File: config.mk
export PLATFORM = sky130hd
export DESIGN_NAME = piece_control
export DESIGN_NICKNAME = d
export VERILOG_FILES = /design/src/tetris_pkg.sv /design/src/piece_control.sv
export SDC_FILE = /design/constraint.sdc
export NUM_CORES = 1
export LEC_CHECK = 0
export ABC_AREA = 0
export BUFFER_PORTS_ARGS = -buffer_cell sky130_fd_sc_hd__buf_2
export CORE_AREA = 2 2 245 247
export DETAILED_ROUTE_END_ITERATION = 6
export DIE_AREA = 0 0 247 249
export SYNTH_ARGS = -nofsm -noshare
export SYNTH_HDL_FRONTEND = slang
export SYNTH_SLANG_ARGS = --single-unit
File: constraint.sdc
create_clock -name hz100 -period 7.6 [get_ports hz100]
set_clock_uncertainty 0.15 [all_clocks]
set_input_delay 1.52 -clock hz100 [delete_from_list [all_inputs] [get_ports hz100]]
set_output_delay 1.52 -clock hz100 [all_outputs]
set_load 0.02 [all_outputs]
File: src/tetris_pkg.sv
package tetris_pkg;

  // one bit per gun, red green blue
  typedef logic [2:0] color_t;

  localparam color_t BLACK   = 3'b000;
  localparam color_t RED     = 3'b100;
  localparam color_t GREEN   = 3'b010;
  localparam color_t BLUE    = 3'b001;
  localparam color_t YELLOW  = 3'b110;
  localparam color_t MAGENTA = 3'b101;
  localparam color_t CYAN    = 3'b011;
  localparam color_t WHITE   = 3'b111;

  // playfield geometry, row 0 at the top
  localparam int GRID_COLS  = 10;
  localparam int GRID_ROWS  = 20;
  localparam int CELL_PX    = 16;
  localparam int CELL_SHIFT = $clog2(CELL_PX);
  localparam int GRID_X0    = 240;
  localparam int GRID_Y0    = 80;
  // border ring is one cell wide
  localparam int RING_X0    = GRID_X0 - CELL_PX;
  localparam int RING_Y0    = GRID_Y0 - CELL_PX;
  localparam int RING_COLS  = GRID_COLS + 2;
  localparam int RING_ROWS  = GRID_ROWS + 2;

  // score readout, bit 7 leftmost
  localparam int SCORE_X0    = 40;
  localparam int SCORE_Y0    = 40;
  localparam int SCORE_SQ    = 16;
  localparam int SCORE_PITCH = 24;

  // 640x480 raster
  localparam int H_ACTIVE = 640;
  localparam int H_FRONT  = 16;
  localparam int H_SYNC   = 96;
  localparam int H_BACK   = 48;
  localparam int H_TOTAL  = H_ACTIVE + H_FRONT + H_SYNC + H_BACK;
  localparam int V_ACTIVE = 480;
  localparam int V_FRONT  = 10;
  localparam int V_SYNC   = 2;
  localparam int V_BACK   = 33;
  localparam int V_TOTAL  = V_ACTIVE + V_FRONT + V_SYNC + V_BACK;

  // game step rate and spawn point
  localparam int TICK_DIV  = 100;
  localparam int TICK_W    = $clog2(TICK_DIV);
  localparam int SPAWN_COL = 4;

  typedef struct packed {
    logic [9:0] x;
    logic [9:0] y;
    logic       active;
    logic       hsync_n;
    logic       vsync_n;
  } pixel_t;

  // top-left cell of the 2x2 piece
  typedef struct packed {
    logic [4:0] row;
    logic [3:0] col;
    color_t     color;
    logic       valid;
  } piece_t;

  // index is row * GRID_COLS + col, BLACK when empty
  typedef color_t [GRID_ROWS*GRID_COLS-1:0] cells_t;

endpackage
File: src/piece_control.sv
module piece_control import tetris_pkg::*; (
  input  logic       hz100,
  input  logic       arst_n,
  input  logic       btn_left,
  input  logic       btn_right,
  input  logic       new_game,
  input  cells_t     cells,
  input  logic       row_cleared,
  output piece_t     piece,
  output logic       land,
  output logic       clear_field,
  output logic [7:0] score,
  output logic       game_over
);

  typedef enum logic [1:0] {
    S_SPAWN,
    S_FALL,
    S_SETTLE,
    S_OVER
  } state_t;

  state_t            state;
  color_t            next_color;
  logic [TICK_W-1:0] tick_cnt;
  logic              tick;
  logic              left_q, right_q, new_game_q;
  logic              left_edge, right_edge, new_game_edge;
  logic              below_blocked, left_blocked, right_blocked, spawn_blocked;

  // walls and the floor count as occupied
  function automatic logic occupied(cells_t f, int r, int c);
    if (r < 0 || r >= GRID_ROWS || c < 0 || c >= GRID_COLS) begin
      return 1'b1;
    end
    return f[r * GRID_COLS + c] != BLACK;
  endfunction

  // red green blue yellow magenta cyan, then wrap
  function automatic color_t advance(color_t c);
    case (c)
      RED:     return GREEN;
      GREEN:   return BLUE;
      BLUE:    return YELLOW;
      YELLOW:  return MAGENTA;
      MAGENTA: return CYAN;
      default: return RED;
    endcase
  endfunction

  assign tick          = (tick_cnt == TICK_W'(TICK_DIV - 1));
  assign left_edge     = btn_left & ~left_q;
  assign right_edge    = btn_right & ~right_q;
  assign new_game_edge = new_game & ~new_game_q;

  always_comb begin
    below_blocked = occupied(cells, int'(piece.row) + 2, int'(piece.col)) ||
                    occupied(cells, int'(piece.row) + 2, int'(piece.col) + 1);
    left_blocked  = occupied(cells, int'(piece.row), int'(piece.col) - 1) ||
                    occupied(cells, int'(piece.row) + 1, int'(piece.col) - 1);
    right_blocked = occupied(cells, int'(piece.row), int'(piece.col) + 2) ||
                    occupied(cells, int'(piece.row) + 1, int'(piece.col) + 2);
    spawn_blocked = occupied(cells, 0, SPAWN_COL) || occupied(cells, 0, SPAWN_COL + 1) ||
                    occupied(cells, 1, SPAWN_COL) || occupied(cells, 1, SPAWN_COL + 1);
  end

  // step divider, restarted by new_game so the cleared field settles first
  always_ff @(posedge hz100 or negedge arst_n) begin
    if (!arst_n) begin
      tick_cnt   <= '0;
      left_q     <= 1'b0;
      right_q    <= 1'b0;
      new_game_q <= 1'b0;
    end else begin
      left_q     <= btn_left;
      right_q    <= btn_right;
      new_game_q <= new_game;
      if (tick || new_game_edge) begin
        tick_cnt <= '0;
      end else begin
        tick_cnt <= tick_cnt + TICK_W'(1);
      end
    end
  end

  // cleared rows, saturating
  always_ff @(posedge hz100 or negedge arst_n) begin
    if (!arst_n) begin
      score <= '0;
    end else if (new_game_edge) begin
      score <= '0;
    end else if (row_cleared && score != 8'hff) begin
      score <= score + 8'd1;
    end
  end

  always_ff @(posedge hz100 or negedge arst_n) begin
    if (!arst_n) begin
      state       <= S_SPAWN;
      piece       <= '0;
      next_color  <= RED;
      land        <= 1'b0;
      clear_field <= 1'b0;
      game_over   <= 1'b0;
    end else begin
      land        <= 1'b0;
      clear_field <= 1'b0;
      if (new_game_edge) begin
        clear_field <= 1'b1;
        game_over   <= 1'b0;
        piece.valid <= 1'b0;
        state       <= S_SPAWN;
      end else begin
        case (state)
          S_SPAWN: if (tick) begin
            if (spawn_blocked) begin
              game_over <= 1'b1;
              state     <= S_OVER;
            end else begin
              piece      <= '{row: 5'd0, col: 4'(SPAWN_COL), color: next_color, valid: 1'b1};
              next_color <= advance(next_color);
              state      <= S_FALL;
            end
          end
          // tick wins over a press in the same clock
          S_FALL: if (tick) begin
            if (below_blocked) begin
              land  <= 1'b1;
              state <= S_SETTLE;
            end else begin
              piece.row <= piece.row + 5'd1;
            end
          end else if (left_edge && !left_blocked) begin
            piece.col <= piece.col - 4'd1;
          end else if (right_edge && !right_blocked) begin
            piece.col <= piece.col + 4'd1;
          end
          // piece stays visible for the land pulse only
          S_SETTLE: begin
            if (land) begin
              piece.valid <= 1'b0;
            end
            if (tick) begin
              state <= S_SPAWN;
            end
          end
          default: state <= S_OVER;
        endcase
      end
    end
  end

endmodule

After elaboration in Yosys (flattened, before gate mapping) --
Cells that the tools add are included.
Operators by class: add/subtract/negate cells 16, multipliers 3, magnitude comparators 18, equality and inequality tests 21, mux-type cells 67, bitwise operators 8, reduce and logical (&&, ||, !) cells 48
Operators with widths (number):
- binary-select mux 3 bit (select 8 bit) | 6
- < comparator 32 x 10 -> 1 bit (second input constant) | 4
- two-way mux 3 bit | 12
- adder 10 x 5 -> 11 bit | 3
- nonzero test 3 bit | 11
- adder 10 x 32 -> 32 bit | 1
- adder 32 x 5 -> 32 bit | 1
- two-way mux 1 bit | 29
- two-way mux 13 bit | 2
- < comparator 11 x 9 -> 1 bit (second input constant) | 2
- != test 3 bit (second input constant) | 7
- logical OR 1 bit | 20
- multiplier 6 x 3 -> 9 bit (second input constant) | 2
- case mux 9 bit (2 select lines) | 1
- two-way mux 8 bit | 2
- < comparator 5 x 1 -> 1 bit (second input constant) | 3
- case mux 3 bit (5 select lines) | 1
- adder 11 x 5 -> 12 bit | 1
- greater-or-equal comparator 6 x 5 -> 1 bit (second input constant) | 2
- < comparator 6 x 1 -> 1 bit (second input constant) | 2
- two-way mux 2 bit | 6
- two-way mux 4 bit | 3
- AND reduction 4 bit | 3
- AND reduction 6 bit | 2
- 33 further kinds | 55
Storage, ports and cells: register bits after elaboration 39, output and inout port bits 24

Logic depth before layout (Yosys ltp) --
Gate-level depths: netlist (run 1).
word-level depth 15, depth in mapped cells 32, gate-level depth less buffers 24

Worst setup path after synthesis (run 1) --
No wires, ideal clock.
kind reg-to-reg, start point reg piece[4] (netlist bit), end point reg piece[7] (netlist bit), setup time 0.086 ns, data arrival time 6.606 ns, path slack 0.758 ns, stages on the path, launching flop included 31, path buffers 9, path through dfrtp_1 > buf_6 > buf_12 > inv_2 > buf_4 > buf_4 > buf_4 > buf_4 > buf_4 > ha_1 > inv_1 > ha_1 > inv_1 > fa_1 > buf_1 > buf_1 > mux4_2 > nand2_1 > nand3_1 > o311ai_0 > o32ai_1 > o41ai_2 > o22ai_1 > nand2b_1 > inv_1 > ha_1 > a21o_1 > a21o_1 > or3_1 > mux2_1 > o221ai_2
On the way: cells in the longest elaborated chain, start to end 13, elaborated cells between the ends (all ways) 56, those cells by class add/sub: 8; order compare: 4; eq/ne: 1; mux: 24; reduce/logical: 19
Ends and longest elaborated chain:
- start, declared | RTL line piece_control.sv:9 | output piece_t piece,
- start signal, assigned | RTL line piece_control.sv:120 | piece <= '{row: 5'd0, col: 4'(SPAWN_COL), color: next_color, valid: 1'b1};
- parallel branches: the longest is 13 deep, another holds adder 10 x 32 -> 32 bit
Several ways; the timed one is not identified. The select of a mux whose other input is x is not followed. A chain may end at the register's enable or synchronous reset.

Worst setup path after layout (run 1) --
start point reg piece[5] (netlist bit), end point reg piece[7] (netlist bit)
The elaborated chain is that of the path after synthesis.

==> results of run 1 <==
[stage by stage]
step,cell area (sq um),cells,utilization (%)
floorplan,20020,2318,-
detailed placement,23800,3598,40.56
global route,24010,3630,40.91
CTS,23950,3606,40.81
global placement,23800,3598,40.56
finish,24020,3635,40.93
[worst paths after layout]
kind                                    end  depth (start not counted)        start  slack [ns]
min in group asynchronous          state[0]                          1       arst_n        1.21
max in group asynchronous          piece[4]                          1       arst_n        5.46
worst min-delay path            tick_cnt[0]                          1  tick_cnt[0]        0.31
worst max-delay path               piece[7]                         20     piece[5]        0.36
worst max register to register     piece[7]                         20     piece[5]        0.36
worst min register to register  tick_cnt[0]                          1  tick_cnt[0]        0.31
[cell usage after synthesis, drive strengths merged, types with 7 or more instances]
| cell type | count |
|---|---|
| o2111ai | 8 |
| nor2 | 304 |
| buf | 126 |
| o311ai | 15 |
| o31ai | 8 |
| o21a | 7 |
| o22ai | 17 |
| nor3b | 17 |
| a2111oi | 49 |
| clkbuf | 59 |
| dfrtp | 38 |
| a221oi | 10 |
| mux2i | 59 |
| fa | 10 |
| and2 | 14 |
| nand3 | 39 |
| mux2 | 13 |
| mux4 | 308 |
| nor4 | 28 |
| inv | 47 |
| a211oi | 93 |
| nand4 | 14 |
| a21oi | 142 |
| nand2b | 19 |
| ha | 65 |
| a21o | 16 |
| nand2 | 110 |
| a211o | 15 |
| nor3 | 355 |
| a31oi | 15 |
| or3 | 28 |
| xor2 | 27 |
| o211ai | 9 |
| xnor2 | 39 |
| and3 | 15 |
| o21ai | 80 |
| a22oi | 7 |
[layout make-up]
type / count / area (sq um) / area share (%)
multi-input cells: 2045 / 17960 / 74.77
repair buffers: 692 / 3709 / 15.44
flip-flops and latches: 39 / 980.9 / 4.084
well taps: 773 / 967.2 / 4.026
inverters: 49 / 186.4 / 0.7761
clock buffers: 5 / 125.1 / 0.5209
diodes: 29 / 72.57 / 0.3021
clock inverters: 3 / 20.02 / 0.08334
[report_power, final]
part	internal [mW]	total, mW	switching, mW
clock network	0.121	0.206	0.0848
registers	0.237	0.287	0.0505
logic	4.59	12.1	7.47
[metal layers]
layer,track usage (%),part of all wire (%)
met5,0,0.061
met4,22.93,7.3
met3,10.14,12
met2,59.99,45
met1,48.17,35
[kinds of logic (layout without fill, tap and decap cells)]
group,Yosys count,in the layout
AOI/OAI and AO/OA,550,550
adders and majority gates,75,75
buffers and inverters,234,749
xor gates and xnor gates,69,69
other,0,29
and+or+nand+nor,971,971
muxes,380,380
DFF,39,39
[state kept, by name, indices dropped and copies added (netlist names)]
register     count
left_q           1
clear_field      1
land             1
game_over        1
score            8
state            2
next_color       3
piece           13
tick_cnt         7
new_game_q       1
right_q          1
==> results_dict.tcl, run 1 <==
set metrics [dict create \
    rsz0062_at_grt "no" \
    filler_cell_count 5956 \
    syn_to_final_growth_pct 19.99 \
    synth.area.mux_share_pct 38.64 \
    num_vias 25500 \
    overflow 0 \
    gp_congestion 1.053 \
    grt_pass1_vias 24990 \
    power_mw 12.56 \
    grt_pass1_wl_mm 176.0 \
    crit_buf_inv 4 \
    viasPerCell 7.015 \
    status "complete, but fails checks" \
    cts_tree "yes" \
    path_max_fanout 46 \
    wl_mm 122.5 \
    cap_violations 0 \
    critical-path-max-stage-delay_ns 1.08 \
    ys_ff_latch 39 \
    max_freq_mhz 138.1 \
    firstDrtPassIters 7 \
    ys_dominant_reg_cell "dfrtp_1" \
    synth-edff-count 0 \
    seq_area_frac_synth_pct 4.881 \
    synth_fa_ha_area_share_pct 5.063 \
    core_area_sq_um 58690 \
    critical_path_class "reg -> reg" \
    holdBufCountCts 0 \
    cts_setup_buffers 0 \
    portBuffers 629 \
    crit_chain "inv_1 -> ha_1 -> xnor2_1 -> inv_1 -> fa_4 -> buf_12 -> nand2_1 -> a211o_1 -> o21ai_0 -> o21ai_0 -> a2111oi_0 -> o32ai_1 -> nand2b_1 -> inv_1 -> ha_1 -> a21o_1 -> a21o_1 -> or3_1 -> mux2_1 -> o221ai_2" \
    period_minus_slack_ns 7.242 \
    worst_slew_pin_slew_ns 1.197 \
    async_flop_share_pct 100.0 \
    numCtsBuffers 5 \
    syn_area_per_cell_sq_um 8.636 \
    htree_levels 2 \
    netlist_area_sq_um 20020 \
    ant_nets 0 \
    clk_path_buf_depth 2 \
    cts.sinks 39 \
    synth_top_family_by_area "multiplexers" \
    syn-instance-count 2318 \
    yosysTopAreaCell "mux4_2" \
    synth_xor_area_share_pct 3.225 \
    track_usage_pct 38.70 \
    antenna_found_initial 36 \
    core.rowCount 89 \
    final_net_count 3513 \
    grt_max_degree 164 \
    die_w_um 247 \
    end_kind "flip-flop" \
    crit_family "compound AO/OA/AOI/OAI gates" \
    initial_core_util_pct 34.11 \
    synth_fp_nets 2999 \
    slew_violations 0 \
    critical_path_required_ns 7.64 \
    yosysTopAreaCellShare_pct 32.74 \
    cp_slowest_cell "a2111oi_0" \
    die_area_sq_um 61500 \
    hold_path_class "reg -> reg" \
    final_common_cell "buf_2" \
    cts_resized 0 \
    finalCritPeriodShare_pct 95.29 \
    hold_slack_ns 0.3066 \
    clk_latency_ns 0.28 \
    dp_hpwl_mm 98.23 \
    maxSlewHeadroom_pct 18.16 \
    dp_slack_ns 0.6376 \
    cts_root_buffer "clkbuf_16" \
    finalWorstSetupSlack_ns 0.3582 \
    power.density_nw_per_um2 522.7 \
    synth-compound-area-share_pct 18.97 \
    setup_viol 0 \
    layout_common_cells "629 x buf_2, 355 x nor3_1, 303 x nor2_1" \
    cpMostUsedCell "inv_1" \
    hold_viol_final 0 \
    ir_drop_uv 449.9 \
    drive_above_1_share_pct 36.96 \
    tns_ns 0 \
    p_leak_nw 9.219 \
    drt_iter0_drc 4135 \
    synth.area.top_cells "mux4_2 33%, nor3_1 8.9%, nor2_1 5.7%, dfrtp_1 4.8%, ha_1 4.1%" \
    violations "design-rule violations" \
    cp-start-kind "flip-flop" \
    worst-endpoint-arrival_ns 7.28 \
    path_clk_slew_ns 0.06 \
    die_y_um 249 \
    synth-simple-area-share_pct 23.05 \
    ioPinCount 630 \
    wl_per_cell_um 33.71 \
    ys_warn_count 0 \
    drc 2 \
    yosysUniqueCellTypes 92 \
]
Power figures use the tool's default switching activity.
==> run 2, diff against run 1 <==
--- a/config.mk
+++ b/config.mk
@@ -7,9 +7,8 @@
 export LEC_CHECK = 0
 export ABC_AREA = 0
 export BUFFER_PORTS_ARGS = -buffer_cell sky130_fd_sc_hd__buf_2
-export CORE_AREA = 2 2 245 247
+export CORE_UTILIZATION = 30
 export DETAILED_ROUTE_END_ITERATION = 6
-export DIE_AREA = 0 0 247 249
 export SYNTH_ARGS = -nofsm -noshare
 export SYNTH_HDL_FRONTEND = slang
 export SYNTH_SLANG_ARGS = --single-unit
==> results_dict.tcl, run 2 (synthesis gave the netlist of run 1 again) <==
set metrics [dict create \
    grt_pass1_wl_mm 165.0 \
    ant_nets 0 \
    firstDrtPassIters 7 \
    hold_viol_final 0 \
    drt_iter0_drc 3373 \
    layout_common_cells "629 x buf_2, 355 x nor3_1, 303 x nor2_1" \
    p_int_mw 4.959 \
    htree_levels 2 \
    drc 0 \
    critical_path_required_ns 7.64 \
    switchingPower_mw 7.476 \
    path_max_fanout 40 \
    track_usage_pct 33.14 \
    power.density_nw_per_um2 515.0 \
    setup_viol 0 \
    slew_violations 0 \
    num_vias 24840 \
    largest_reg_flops 13 \
    cts_setup_buffers 0 \
    clk_latency_ns 0.28 \
    path_clk_slew_ns 0.06 \
    syn_to_final_growth_pct 20.62 \
    gp_congestion 1.040 \
    cts_tree "yes" \
    p_clk_share_pct 1.9 \
    core_area_sq_um 65860 \
    hold_path_class "reg -> reg" \
    switching_share_pct 60.12 \
    critical_path_class "reg -> reg" \
    ioPinCount 630 \
    rsz0062_at_grt "no" \
    filler_cell_count 6926 \
    cts_root_buffer "clkbuf_16" \
    p_leak_nw 9.242 \
    largest_register "piece" \
    grt_pass1_vias 23470 \
    grt_max_degree 149 \
    viasPerCell 6.667 \
    power_mw 12.44 \
    worst_slew_pin_slew_ns 1.210 \
    portBuffers 629 \
    post_dp_cell_area_sq_um 23910 \
    antenna_found_initial 37 \
    initial_core_util_pct 30.40 \
    die_y_um 260.3 \
    final_net_count 3515 \
    clk_path_buf_depth 2 \
    status "completed" \
    numCtsBuffers 5 \
    core.rowCount 94 \
    cts_resized 0 \
    final_common_cell "buf_2" \
    top_regs "piece x13, score x8, tick_cnt x7" \
    overflow 0 \
    die_w_um 260.3 \
    cp-start-kind "flip-flop" \
    period_minus_slack_ns 7.084 \
    cts.sinks 39 \
    p_comb_share_pct 95.7 \
    finalCritPeriodShare_pct 93.20 \
    tns_ns 0 \
    post-route-util_pct 36.66 \
    hold_slack_ns 0.3064 \
    wl_per_cell_um 31.38 \
    worst-endpoint-arrival_ns 7.13 \
    wl_mm 116.9 \
    holdBufCountCts 0 \
    maxSlewHeadroom_pct 17.26 \
    max_freq_mhz 141.2 \
    cap_violations 0 \
    stdcell_area_sq_um 24150 \
    ir_drop_uv 443.7 \
    die_area_sq_um 67770 \
    end_kind "flip-flop" \
    seqPwrFrac_pct 2.3 \
    drive_above_1_share_pct 37.00 \
    dp_hpwl_mm 94.72 \
]
==> run 2: worst paths after layout <==
kind,from,end,slack [ns],cells past startpoint
setup / recovery,piece[5],piece[7],0.52,20
hold / removal,tick_cnt[0],tick_cnt[0],0.31,1
setup reg to reg,piece[5],piece[7],0.52,20
hold reg to reg,tick_cnt[0],tick_cnt[0],0.31,1
max in group asynchronous,arst_n,piece[4],5.38,1
min in group asynchronous,arst_n,tick_cnt[4],1.23,1
==> run 2: power by group through the flow <==
stage	registers (mW)	logic, mW	clock network, mW
6_report	0.290	11.9	0.242
3_3_place_gp	0.290	11.5	0
4_1_cts	0.289	11.5	0.245
5_1_grt	0.296	12.3	0.258
2_1_floorplan	0.292	7.58	0
3_5_place_dp	0.293	11.5	0
==> run 2: metrics by stage <==
step	setup WS (ns)	std cells
global placement	0.7891	3691
finish	0.5165	3725
global route	0.3227	3717
CTS	0.7015	3699
detailed placement	0.7453	3691
floorplan	0.7577	2318
==> run 2: cell type report <==
cell class,instances,area [sq um],share of cell area (%)
Clock inverter,3,43.79,0.1814
Multi-Input combinational cell,2045,17950,74.35
Inverter,49,186.4,0.7721
Sequential cell,39,980.9,4.062
Clock buffer,5,125.1,0.5182
Timing Repair Buffer,694,3711,15.37
Antenna cell,26,65.06,0.2694
Tap cell,864,1081,4.477
==> run 2: layer usage <==
| metal | track usage (%) | vias up | routed length (um) |
|---|---|---|---|
| met5 | 0 | - | 181 |
| met4 | 18.24 | 26 | 7657 |
| met3 | 7.595 | 435 | 12080 |
| met2 | 53.15 | 1907 | 53710 |
| met1 | 41.08 | 11980 | 43260 |
| li1 | - | 10480 | - |
==> run 2: critical path: stages (launching register included) <==
cell and delay (ns):
dfrtp_1 0.56, inv_1 0.27, ha_1 0.29, xnor2_1 0.36, inv_1 0.16, fa_4 1.05
buf_12 0.29, nand2_1 0.40, a211o_1 0.38, o21ai_0 0.07, o21ai_0 0.20, a2111oi_0 0.76
o32ai_1 0.19, nand2b_1 0.22, inv_1 0.15, ha_1 0.29, a21o_1 0.18, a21o_1 0.21
or3_1 0.31, mux2_1 0.32, o221ai_2 0.16
