==> config.mk <==
export PLATFORM = sky130hd
export DESIGN_NAME = grid_layer
export DESIGN_NICKNAME = d
export VERILOG_FILES = /design/src/tetris_pkg.sv /design/src/grid_layer.sv
export SDC_FILE = /design/constraint.sdc
export NUM_CORES = 1
export LEC_CHECK = 0
export BUFFER_PORTS_ARGS = -buffer_cell sky130_fd_sc_hd__clkbuf_2
export CAP_MARGIN = 5
export CORE_AREA = 2 2 250 252
export DETAILED_ROUTE_END_ITERATION = 6
export DIE_AREA = 0 0 252 254
export PLACE_DENSITY = 0.39
export SLEW_MARGIN = 20
export SYNTH_ARGS = -nofsm -noshare
export SYNTH_HDL_FRONTEND = slang
export SYNTH_SLANG_ARGS = --single-unit
export TNS_END_PERCENT = 20
==> constraint.sdc <==
create_clock -name vclk -period 6.9
set_input_delay 1.035 -clock vclk [all_inputs]
set_output_delay 1.035 -clock vclk [all_outputs]
set_load 0.05 [all_outputs]
==> src/tetris_pkg.sv <==
package tetris_pkg;

  // one bit per gun, red green blue
  typedef logic [2:0] color_t;

  localparam color_t BLACK   = 3'b000;
  localparam color_t RED     = 3'b100;
  localparam color_t GREEN   = 3'b010;
  localparam color_t BLUE    = 3'b001;
  localparam color_t YELLOW  = 3'b110;
  localparam color_t MAGENTA = 3'b101;
  localparam color_t CYAN    = 3'b011;
  localparam color_t WHITE   = 3'b111;

  // playfield geometry, row 0 at the top
  localparam int GRID_COLS  = 10;
  localparam int GRID_ROWS  = 20;
  localparam int CELL_PX    = 16;
  localparam int CELL_SHIFT = $clog2(CELL_PX);
  localparam int GRID_X0    = 240;
  localparam int GRID_Y0    = 80;
  // border ring is one cell wide
  localparam int RING_X0    = GRID_X0 - CELL_PX;
  localparam int RING_Y0    = GRID_Y0 - CELL_PX;
  localparam int RING_COLS  = GRID_COLS + 2;
  localparam int RING_ROWS  = GRID_ROWS + 2;

  // score readout, bit 7 leftmost
  localparam int SCORE_X0    = 40;
  localparam int SCORE_Y0    = 40;
  localparam int SCORE_SQ    = 16;
  localparam int SCORE_PITCH = 24;

  // 640x480 raster
  localparam int H_ACTIVE = 640;
  localparam int H_FRONT  = 16;
  localparam int H_SYNC   = 96;
  localparam int H_BACK   = 48;
  localparam int H_TOTAL  = H_ACTIVE + H_FRONT + H_SYNC + H_BACK;
  localparam int V_ACTIVE = 480;
  localparam int V_FRONT  = 10;
  localparam int V_SYNC   = 2;
  localparam int V_BACK   = 33;
  localparam int V_TOTAL  = V_ACTIVE + V_FRONT + V_SYNC + V_BACK;

  // game step rate and spawn point
  localparam int TICK_DIV  = 100;
  localparam int TICK_W    = $clog2(TICK_DIV);
  localparam int SPAWN_COL = 4;

  typedef struct packed {
    logic [9:0] x;
    logic [9:0] y;
    logic       active;
    logic       hsync_n;
    logic       vsync_n;
  } pixel_t;

  // top-left cell of the 2x2 piece
  typedef struct packed {
    logic [4:0] row;
    logic [3:0] col;
    color_t     color;
    logic       valid;
  } piece_t;

  // index is row * GRID_COLS + col, BLACK when empty
  typedef color_t [GRID_ROWS*GRID_COLS-1:0] cells_t;

endpackage
==> src/grid_layer.sv <==
module grid_layer import tetris_pkg::*; (
  input  pixel_t pix,
  input  piece_t piece,
  input  cells_t cells,
  output logic   req,
  output color_t color
);

  logic [9:0] dx, dy;
  logic [5:0] bx, by;
  logic       in_box, on_ring;
  logic [4:0] cell_row;
  logic [3:0] cell_col;
  logic       on_piece;
  color_t     stored;

  always_comb begin
    // offset from the outer corner of the border ring
    dx     = pix.x - 10'(RING_X0);
    dy     = pix.y - 10'(RING_Y0);
    bx     = 6'(dx >> CELL_SHIFT);
    by     = 6'(dy >> CELL_SHIFT);
    in_box = (pix.x >= 10'(RING_X0)) && (pix.x < 10'(RING_X0 + RING_COLS * CELL_PX)) &&
             (pix.y >= 10'(RING_Y0)) && (pix.y < 10'(RING_Y0 + RING_ROWS * CELL_PX));
    on_ring = in_box && (bx == 6'd0 || bx == 6'(RING_COLS - 1) ||
                         by == 6'd0 || by == 6'(RING_ROWS - 1));
    // ring index 1 is playfield index 0
    cell_col = 4'(bx - 6'd1);
    cell_row = 5'(by - 6'd1);
    on_piece = piece.valid &&
               (cell_row == piece.row || cell_row == piece.row + 5'd1) &&
               (cell_col == piece.col || cell_col == piece.col + 4'd1);
    stored = BLACK;
    req    = 1'b0;
    color  = BLACK;
    if (on_ring) begin
      req   = 1'b1;
      color = WHITE;
    end else if (in_box) begin
      stored = cells[int'(cell_row) * GRID_COLS + int'(cell_col)];
      // falling piece drawn over the stack
      if (on_piece) begin
        req   = 1'b1;
        color = piece.color;
      end else if (stored != BLACK) begin
        req   = 1'b1;
        color = stored;
      end
    end
  end

endmodule

# Yosys cells after proc, flatten, opt, wreduce, memory -nomap -nowiden

Cells that the tools add are included.

Add/sub/neg operators: 7
Multiply operators: 1
Magnitude comparators: 5
Eq/ne operators: 6
Multiplexer cells: 11
Reduce and logical (&&, ||, !) cells: 14

Operators with widths:

| kind                                                        | number |
|---|---|
| less-than comparator 10 x 9 -> 1 bit, second input constant | 3 |
| binary-select mux 3 bit (select 8 bit)                      | 1 |
| 2-to-1 mux 3 bit                                            | 6 |
| zero test 6 bit                                             | 2 |
| adder 9 x 4 -> 10 bit                                       | 1 |
| equality test 5 bit                                         | 2 |
| >= comparator 10 x 7 -> 1 bit, second input constant        | 1 |
| >= comparator 10 x 8 -> 1 bit, second input constant        | 1 |
| subtractor 10 x 7 -> 10 bit, second input constant          | 1 |
| subtractor 10 x 8 -> 10 bit, second input constant          | 1 |
| equality test 4 bit                                         | 2 |
| multiplier 5 x 3 -> 8 bit, second input constant            | 1 |
| equality test 6 x 4 -> 1 bit, second input constant         | 1 |
| equality test 6 x 5 -> 1 bit, second input constant         | 1 |
| logical AND 1 bit                                           | 6 |
| adder 5 x 1 -> 5 bit, second input constant                 | 1 |
| logical OR 1 bit                                            | 5 |
| subtractor 5 x 1 -> 5 bit, second input constant            | 1 |
| adder 4 x 1 -> 4 bit, second input constant                 | 1 |
| 2-to-1 mux 1 bit                                            | 4 |
| subtractor 4 x 1 -> 4 bit, second input constant            | 1 |
| nonzero test 3 bit                                          | 1 |

Flip-flop bits (word level): 0
Input port bits: 636
Output and inout bits: 4

# Depth between registers and ports, before layout

Gate-level depths: netlist of the first run.

Depth in word-level cells: 12
Depth in mapped cells: 21

# Least setup slack after synthesis of the first run

Ideal clock, no wire load.

Path type: input to output
From: input pix[17] in the netlist's numbering
To: output color[0]
Data arrival time: 5.974 ns
Required time: 5.865 ns
Setup slack: -0.109 ns
Stages: 20
Path through: buf_6 buf_4 buf_4 buf_6 buf_4 clkinv_1 ha_1 inv_1 ha_1 inv_1 fa_1 clkbuf_1 clkbuf_1 clkbuf_1 nand2_1 a2111oi_1 a221oi_2 nand4_1 o31ai_2 nor3_1

Word-level cells in the longest chain between the ends: 11

Ends and longest elaborated chain:

| element                                             | line             | text |
|---|---|---|
| start: declaration                                  | grid_layer.sv:2  | `input pixel_t pix,` |
| subtractor 10 x 8 -> 10 bit                         | grid_layer.sv:19 | `dx = pix.x - 10'(RING_X0);` |
| subtractor 4 x 1 -> 4 bit                           | grid_layer.sv:28 | `cell_col = 4'(bx - 6'd1);` |
| adder 9 x 4 -> 10 bit                               | grid_layer.sv:40 | `stored = cells[int'(cell_row) * GRID_COLS + int'(cell_col)];` |
| binary-select mux 3 bit (select 8 bit)              | grid_layer.sv:40 |  |
| 2-to-1 mux 3 bit (not written as such) (2 in a row) | grid_layer.sv:40 |  |
| nonzero test 3 bit                                  | grid_layer.sv:45 | `end else if (stored != BLACK) begin` |
| 2-to-1 mux 3 bit                                    | grid_layer.sv:45 |  |
| 2-to-1 mux 3 bit                                    | grid_layer.sv:42 | `if (on_piece) begin` |
| 2-to-1 mux 3 bit                                    | grid_layer.sv:39 | `end else if (in_box) begin` |
| 2-to-1 mux 3 bit *                                  | grid_layer.sv:36 | `if (on_ring) begin` |
| end: declaration                                    | grid_layer.sv:6  | `output color_t color` |

Every way passes the cells marked *; elsewhere a longest branch is shown, timed or not. The select of a mux whose other input is x is not followed.

# Final worst setup path of the first run

From: input pix[9] in the netlist's numbering
To: output color[2]

Word-level cells in the longest chain between the ends: 12

Ends and longest elaborated chain:

| element                                             | line             | text |
|---|---|---|
| subtractor 10 x 7 -> 10 bit                         | grid_layer.sv:20 | `dy = pix.y - 10'(RING_Y0);` |
| subtractor 5 x 1 -> 5 bit                           | grid_layer.sv:29 | `cell_row = 5'(by - 6'd1);` |
| multiplier 5 x 3 -> 8 bit                           | grid_layer.sv:40 |  |
| adder 9 x 4 -> 10 bit                               | grid_layer.sv:40 |  |
| binary-select mux 3 bit (select 8 bit)              | grid_layer.sv:40 |  |
| 2-to-1 mux 3 bit (not written as such) (2 in a row) | grid_layer.sv:40 |  |
| nonzero test 3 bit                                  | grid_layer.sv:45 |  |
| 2-to-1 mux 3 bit                                    | grid_layer.sv:45 |  |
| 2-to-1 mux 3 bit                                    | grid_layer.sv:42 |  |
| 2-to-1 mux 3 bit                                    | grid_layer.sv:39 |  |
| 2-to-1 mux 3 bit *                                  | grid_layer.sv:36 |  |

Marked as above.

==> reports/qor.yml, run 1 <==
worstPathRequired_ps: 5860
start_kind: "input port"
seq_area_um2: 0
drv_slew: 0
drtIter0Drc: 451
cts_resized: 0
post_cts_buffers: 0
cts_hold_buf: 0
drc: 0
cp_data_arrival_time_ps: 5520
cp.depth: 17
top_level_ports: 640
hold_violations: 0
grt_pass1_wl_um: 61700
vdd_drop_max_uv: 61.2
rows: 91
core_area_um2: 61300
antenna_left: 0
post_drt_via_cell_ratio: 4.04
startpoint: "pix[9]"
place_area_um2: 10500
netlist_top_cells_count: "155 x mux4_2, 47 x nand2_1, 25 x nand3_1"
setup_viol: 0
multi_input_area_um2: 5930
period_needed_ps: 6550
max_slew_margin: 0.366
yosysMostFrequentCell: "mux4_2"
initial_core_util: 0.102
post-dp-hpwl_um: 42500
syn_inst: 524
seq_cells: 0
die_h_um: 254
syn_area_um2: 6260
status: "complete, no violations"
area_delta_synth_final_pct: 67.5
grt_usage: 0.136
ys_warn_count: 0
ys_types: 64
cp-end-kind: "output port"
cp_cell_sequence: "clkbuf_2, inv_1, ha_1, xnor2_1, ha_1, ha_1, fa_1, nor2b_1, a21o_1, nor2_1, buf_4, a31oi_1, nor3_1, o311ai_1, nand4_1, a31oi_1, buf_12"
cp-endpoint: "color[2]"
max_stage_delay_ps: 610
rsz0062_at_grt: "no"
die_area_um2: 64000
setup-tns-final_ps: 0
drv_cap: 0
nClkBuffers: 0
grt_antenna_before_repair: 5
fin_crit_sh: 0.950
firstDrtPassIters: 5
avgSynthCellArea_um2: 12.0
leakagePower_nw: 4.82
synthTopCellsByArea: "mux4_2 56%, ha_1 4.8%, mux4_1 3.8%"
synth_top_area_share: 0.557
drive_gt1_frac: 0.737
via_count: 7799
yosys.area.top_type: "mux4_2"
cp_top_family: "adder cells"
hold_class: "in2out"
fillers: 6904
p_per_area_nw_per_um2: 159
fin_util: 0.171
syn_nets: 1186
crit_slowest_cell: "fa_1"
fmax_mhz: 153
crit_path_max_fanout: 11
crit_buf_inv: 4
fin_area_um2: 10500
grt-ovfl-total: 0
tightest_slew_ps: 951
fin_nets: 1801
die_w_um: 252
numPortBuffers: 637
gp_congestion: 0.894
detail_route.wl_per_cell_um: 24.1
detail_route.wirelength_um: 46600
grt_pass1_vias: 8392
worstSetupPathType: "in2out"
grt_max_degree: 87
ys_seq_area_frac: 0
crit_path_frequent_cell: "ha_1"
==> how the worst min path moves through the flow <==
stage                   from        to  slack (ps)  cells past startpoint
global placement    piece[2]  color[1]        2500                      4
floorplan            pix[12]  color[0]        2360                      3
global route        piece[3]  color[2]        2520                      4
detailed placement  piece[3]  color[2]        2500                      4
finish              piece[3]  color[2]        2500                      4
CTS                 piece[3]  color[2]        2510                      4
==> report_power, final <==
part / switching, mW / internal (mW) / leakage, nW / total, mW
sequential: 0 / 0 / 0 / 0
clock: 0 / 0.0000000584 / 0.0000190 / 0.0000000585
combinational: 0.918 / 0.752 / 4.82 / 1.67
total: 0.918 / 0.752 / 4.82 / 1.67
==> worst min-delay path, delay by kind of cell <==
family          cells  cell delay (ps)
compound gates      1              130
simple gates        1               50
buf+inv             2              250
==> layout by cell type, fill, tap and decap left out, drive strengths merged, types with 7 or more instances in the layout <==
cell and count:
ha 24, buf 32, nor3 11, nand4 12
mux4 164, nor2 15, xnor2 16, a31oi 11
mux2i 15, clkbuf 633, mux2 9, o21ai 18
xor2 10, a21oi 7, nand2 47, nand3 25
a22oi 8, inv 12
==> cells by family after synthesis <==
logic type | Yosys count | share of synthesized area
AOI/OAI and AO/OA | 77 | 0.0869
xor gates and xnor gates | 31 | 0.0571
adders and majority gates | 26 | 0.0543
buffers and inverters | 66 | 0.0609
muxes | 188 | 0.635
and+or+nand+nor | 136 | 0.106
==> metrics by stage <==
step	power (mW)	cells	hold WS, ps	worst slack, ps
6_report	1.67	1930	2500	346
5_1_grt	1.82	1929	2520	134
4_1_cts	1.73	1927	2510	318
3_5_place_dp	1.72	1927	2500	346
3_3_place_gp	1.72	1927	2500	368
2_1_floorplan	0.967	524	2360	41.8
==> layer usage <==
metal / vias to the layer above / global-route usage / wire length [µm]
met5: - / 0 / 0
met4: 0 / 0.0225 / 809
met3: 28 / 0.00932 / 1810
met2: 364 / 0.245 / 24000
met1: 3902 / 0.179 / 20000
li1: 3505 / - / -
==> final cells by class <==
class	count	area share
inverter	14	0.00501
tap	790	0.0942
multi-input combinational	458	0.565
timing repair buffer	665	0.335
antenna	3	0.000715
Power figures use the tool's default switching activity.
==> run 2: changes to the inputs <==
--- a/config.mk
+++ b/config.mk
@@ -5,7 +5,7 @@
 export SDC_FILE = /design/constraint.sdc
 export NUM_CORES = 1
 export LEC_CHECK = 0
-export BUFFER_PORTS_ARGS = -buffer_cell sky130_fd_sc_hd__clkbuf_2
+export BUFFER_PORTS_ARGS = -buffer_cell sky130_fd_sc_hd__buf_2
 export CAP_MARGIN = 5
 export CORE_AREA = 2 2 250 252
 export DETAILED_ROUTE_END_ITERATION = 6
==> constraint.sdc (replaced) <==
create_clock -name vclk -period 6.9
set_input_delay 0.69 -clock vclk [all_inputs]
set_output_delay 0.69 -clock vclk [all_outputs]
set_load 0.005 [all_outputs]
==> run 2 against run 1 <==
Against the previous run: combinational power barely moved; global-route usage fell by 0.34 points; power fell by 2.0%; maximum frequency rose by 8.2%; worst setup slack improved by 500 ps; first-iteration DRC count fell by 19%.
==> reports/qor.yml, run 2 (synthesis results as in run 1) <==
status: "complete, no violations"
detail_route.wl_per_cell_um: 23.6  # -2.4%
drc: 0  # unchanged
fin_crit_sh: 0.878  # -0.0719
p_seq_frac: 0  # unchanged
post-dp-hpwl_um: 40800  # -4.1%
power.total_mw: 1.64  # -2.0%
post_cts_buffers: 0  # unchanged
power.share.switching: 0.556  # +0.00634
rsz0062_at_grt: "no"
drive_gt1_frac: 0.735  # -0.00181
mostFrequentLayoutCell: "buf_2"
cp-end-kind: "output port"
pwr-share-clk: 0  # unchanged
grt_max_degree: 70  # -20%
nClkBuffers: 0  # unchanged
worstSetupPathType: "in2out"
tightest_slew_ps: 788  # -163 ps
rows: 91  # unchanged
layout_common_cells: "636 x buf_2, 155 x mux4_2, 47 x nand2_1"
initial_core_util: 0.102  # unchanged
crit_path_max_fanout: 11  # unchanged
max_slew_margin: 0.471  # +0.105
worstPathRequired_ps: 6210  # +350 ps
grt_pass1_vias: 8490  # +1.2%
cts_resized: 0  # unchanged
setup-tns-final_ps: 0  # unchanged
internal_power_mw: 0.726  # -3.4%
firstDrtPassIters: 5  # unchanged
fmax_mhz: 165  # +8.2%
drv_slew: 0  # unchanged
die_area_um2: 64000  # unchanged
period_needed_ps: 6060  # -496 ps
drv_cap: 0  # unchanged
place_area_um2: 10400  # -1.0%
drtIter0Drc: 366  # -19%
numPortBuffers: 637  # unchanged
detail_route.wirelength_um: 45500  # -2.5%
seq_area_um2: 0  # unchanged
hold_violations: 0  # unchanged
setup_viol: 0  # unchanged
grt_pass1_wl_um: 60600  # -1.8%
switchingPower_mw: 0.910  # -0.91%
p_per_area_nw_per_um2: 157  # -1.1%
gp_congestion: 0.906  # +1.4%
vdd_drop_max_uv: 72.0  # +18%
fin_area_um2: 10400  # -0.95%
cts_hold_buf: 0  # unchanged
via_count: 7855  # +0.72%
antenna_left: 0  # unchanged
hold_class: "in2out"
grt-ovfl-total: 0  # unchanged
fin_nets: 1797  # -0.22%
start_kind: "input port"
cp_data_arrival_time_ps: 5370  # -150 ps
combPwrFrac: 1.000  # about the same
area_delta_synth_final_pct: 65.9
die_w_um: 252  # unchanged
core_area_um2: 61300  # unchanged
seq_cells: 0  # unchanged
post_drt_via_cell_ratio: 4.07  # +0.82%
die_h_um: 254  # unchanged
top_level_ports: 640  # unchanged
leakagePower_nw: 4.64  # -3.6%
grt_usage: 0.132  # -0.00345
grt_antenna_before_repair: 14  # +9
==> run 2: changes by cell type in the layout (fill, tap and decap cells not counted), moves of 2 or more <==
cell and delta:
buf_2 +636, clkbuf_2 -633, buf_12 -5, buf_4 -2, diode_2 +2
==> run 2: final cells by class <==
type,count,area (µm²)
fillers,6925,50900
multi-input cells,458,5920
repair buffers,661,3420
well taps,790,988
inverters,14,52.6
diodes,5,12.5
==> run 2: worst max-delay path, stage by stage <==
cell	delay, ps
buf_2	170
inv_1	100
ha_1	220
xnor2_1	390
xor2_1	450
ha_1	350
fa_1	560
nor2b_1	230
a21oi_2	80
buf_4	200
nand2_1	320
mux4_2	650
o2111ai_1	220
nand4_1	140
o31ai_2	300
a31oi_1	120
buf_2	170
==> run 2: final timing paths <==
| kind | startpoint | end | slack (ps) | cells after the start |
|---|---|---|---|---|
| setup / recovery | pix[9] | req | 840 | 17 |
| hold / removal | piece[3] | color[2] | 1770 | 4 |
==> run 2: power by group through the flow <==
stage	Clock [mW]	Combinational [mW]	Sequential, mW
after floorplan	0	0.955	0
after global placement	0	1.70	0
after detailed placement	0	1.71	0
after CTS	0	1.71	0
after global routing	0.0000000388	1.80	0
final	0.000000472	1.64	0
==> run 2: per-stage QoR <==
stage          worst slack (ps)  instances   util  hold slack, ps
5_1_grt                     417       1925  0.170            1790
2_1_floorplan              1370        524      -            1500
3_5_place_dp                705       1923  0.169            1760
6_report                    842       1928  0.170            1770
4_1_cts                     671       1923  0.169            1760
3_3_place_gp                738       1923  0.169            1760
==> run 2: routing by layer <==
metal | track usage | share of wire
met1 | 0.172 | 0.42
met2 | 0.239 | 0.51
met3 | 0.0188 | 0.054
met4 | 0.0139 | 0.011
met5 | 0 | 0.0013
==> run 3: changes to the inputs <==
--- a/config.mk
+++ b/config.mk
@@ -5,12 +5,13 @@
 export SDC_FILE = /design/constraint.sdc
 export NUM_CORES = 1
 export LEC_CHECK = 0
+export ABC_AREA = 1
 export BUFFER_PORTS_ARGS = -buffer_cell sky130_fd_sc_hd__buf_2
 export CAP_MARGIN = 5
-export CORE_AREA = 2 2 250 252
+export CORE_AREA = 2 2 246 248
 export DETAILED_ROUTE_END_ITERATION = 6
-export DIE_AREA = 0 0 252 254
-export PLACE_DENSITY = 0.39
+export DIE_AREA = 0 0 248 250
+export PLACE_DENSITY = 0.42
 export SLEW_MARGIN = 20
 export SYNTH_ARGS = -nofsm -noshare
 export SYNTH_HDL_FRONTEND = slang
==> run 3 against run 2 <==
Against the previous run: worst hold slack worse by 29 ps; combinational power is 4% higher; routed wire length is 16% higher; maximum frequency is 8.0% higher; power is 4.5% higher; die area is 3.1% lower; count of clock-buffer cells in the layout stayed put; first-iteration DRC count is 110% higher; non-clock buffer count is 3 lower; synthesized cell count grew to 2.9 times the previous value; via count is 53% higher.
==> reports/qor.yml, run 3 <==
grt_antenna_before_repair: 8  # -6
drv_cap: 0  # unchanged
start_kind: "input port"
syn_inst: 1528  # +190%
ys_seq_area_frac: 0  # unchanged
cp.depth: 20  # +3
yosys.area.top_type: "nand3_1"
seq_area_um2: 0  # unchanged
pwr-share-clk: 0  # unchanged
combPwrFrac: 1.000  # about the same
cp_cell_sequence: "buf_8, inv_8, ha_1, inv_1, ha_4, inv_1, fa_4, inv_4, buf_4, nand3_1, nand3_1, nand3_1, nand3_1, nand2_1, nand2_1, nand3_1, nand3_1, nor2_1, nor2_1, buf_2"
drv_slew: 0  # unchanged
synth_top_area_share: 0.406  # -0.151
yosysMostFrequentCell: "nand2_1"
ys_warn_count: 0  # unchanged
layout_common_cells: "664 x nand2_1, 636 x buf_2, 584 x nand3_1"
grt_usage: 0.156  # +0.0234
worstSetupPathType: "in2out"
crit_path_frequent_cell: "nand3_1"
drc: 0  # unchanged
post-dp-hpwl_um: 42000  # +3.1%
netlist_top_cells_count: "664 x nand2_1, 584 x nand3_1, 82 x buf_2"
ys_types: 38  # -41%
switchingPower_mw: 1.16  # +27%
detail_route.wirelength_um: 52600  # +16%
max_stage_delay_ps: 680  # +30 ps
p_seq_frac: 0  # unchanged
power.share.switching: 0.676  # +0.120
grt-ovfl-total: 0  # unchanged
die_w_um: 248  # -1.6%
status: "complete, no violations"
die_h_um: 250  # -1.6%
fin_crit_sh: 0.813  # -0.0652
post_drt_via_cell_ratio: 4.23  # +3.9%
cts_resized: 0  # unchanged
detail_route.wl_per_cell_um: 18.5  # -22%
crit_slowest_cell: "fa_4"
via_count: 12100  # +53%
instances_no_fill: 2847  # +48%
power.total_mw: 1.71  # +4.5%
cp-end-kind: "output port"
syn_nets: 2190  # +85%
whs_path_depth: 4  # unchanged
area_delta_synth_final_pct: 52.2
rows: 90  # -1.1%
nClkBuffers: 0  # unchanged
grt_pass1_wl_um: 72500  # +20%
drive_gt1_frac: 0.329  # -0.406
firstDrtPassIters: 5  # unchanged
synthTopCellsByArea: "nand3_1 41%, nand2_1 35%, buf_2 5.7%"
hold_class: "in2out"
hold_violations: 0  # unchanged
fmax_mhz: 178  # +8.0%
fin_nets: 2724  # +52%
dp.cells: 2842  # +48%
vdd_drop_max_uv: 179  # +150%
max_slew_margin: 0.334  # -0.137
leakagePower_nw: 5.93  # +28%
worstPathRequired_ps: 6210  # about the same
mostFrequentLayoutCell: "nand2_1"
whs_ps: 1740  # -29.0 ps
tightest_slew_ps: 1000  # +211 ps
grt_max_degree: 154  # +120%
grt_pass1_vias: 11600  # +37%
gp_congestion: 0.848  # -6.5%
setup_viol: 0  # unchanged
post_cts_buffers: 0  # unchanged
syn_area_um2: 7200  # +15%
numPortBuffers: 637  # unchanged
cts_hold_buf: 0  # unchanged
rsz0062_at_grt: "no"
seq_cells: 0  # unchanged
drtIter0Drc: 763  # +110%
die_area_um2: 62000  # -3.1%
crit_path_max_fanout: 93  # +82
crit_buf_inv: 7  # +3
p_per_area_nw_per_um2: 156  # -0.96%
period_needed_ps: 5610  # -450 ps
top_level_ports: 640  # unchanged
antenna_left: 0  # unchanged
cp_top_family: "buffers and inverters"
internal_power_mw: 0.554  # -24%
setup-tns-final_ps: 0  # unchanged
initial_core_util: 0.121  # +0.0186
cp_data_arrival_time_ps: 4920  # -450 ps
core_area_um2: 59600  # -2.8%
avgSynthCellArea_um2: 4.71  # -61%
==> run 3: cell families (layout without fill, tap and decap cells) <==
kind of cell / after synthesis / in the layout / share of synthesized area
xor gates and xnor gates: 25 / 25 / 0.0361
and+or+nand+nor: 1279 / 1279 / 0.774
muxes: 1 / 1 / 0.00139
buffers and inverters: 166 / 698 / 0.114
adders and majority gates: 26 / 26 / 0.0473
AOI/OAI and AO/OA: 31 / 31 / 0.0268
other: 0 / 5 / 0
==> run 3: through the flow <==
step                      area [µm²]   util  setup WS, ps
after floorplan                 7200      -          2670
after global placement         11000  0.184          1220
after detailed placement       11000  0.184          1220
after CTS                      11000  0.184          1210
after global routing           11000  0.184          1020
final                          11000  0.184          1290
==> run 3: cell type report <==
class,count,area [µm²]
Antenna cell,5,12.5
Tap cell,782,978
Multi-Input combinational cell,1362,6400
Timing Repair Buffer,658,3410
Inverter,40,166
Fill cell,7260,48600
==> run 3: final timing paths <==
path,from,endpoint,slack [ps]
max,pix[17],req,1290
min,piece[1],color[0],1740
==> run 3: per-layer routing <==
layer,vias up,GRT usage,part of all wire
met1,5345,0.203,0.44
met5,-,0,0.00025
li1,6155,-,-
met4,2,0.0322,0.018
met2,503,0.270,0.47
met3,46,0.0212,0.074
==> run 3: power groups by stage <==
| stage | sequential [mW] | combinational, mW | clock, mW |
|---|---|---|---|
| after global placement | 0 | 1.76 | 0 |
| after floorplan | 0 | 0.960 | 0 |
| after global routing | 0 | 1.90 | 0.0000000973 |
| final | 0 | 1.71 | 0.0000000976 |
| after CTS | 0 | 1.76 | 0 |
| after detailed placement | 0 | 1.76 | 0 |
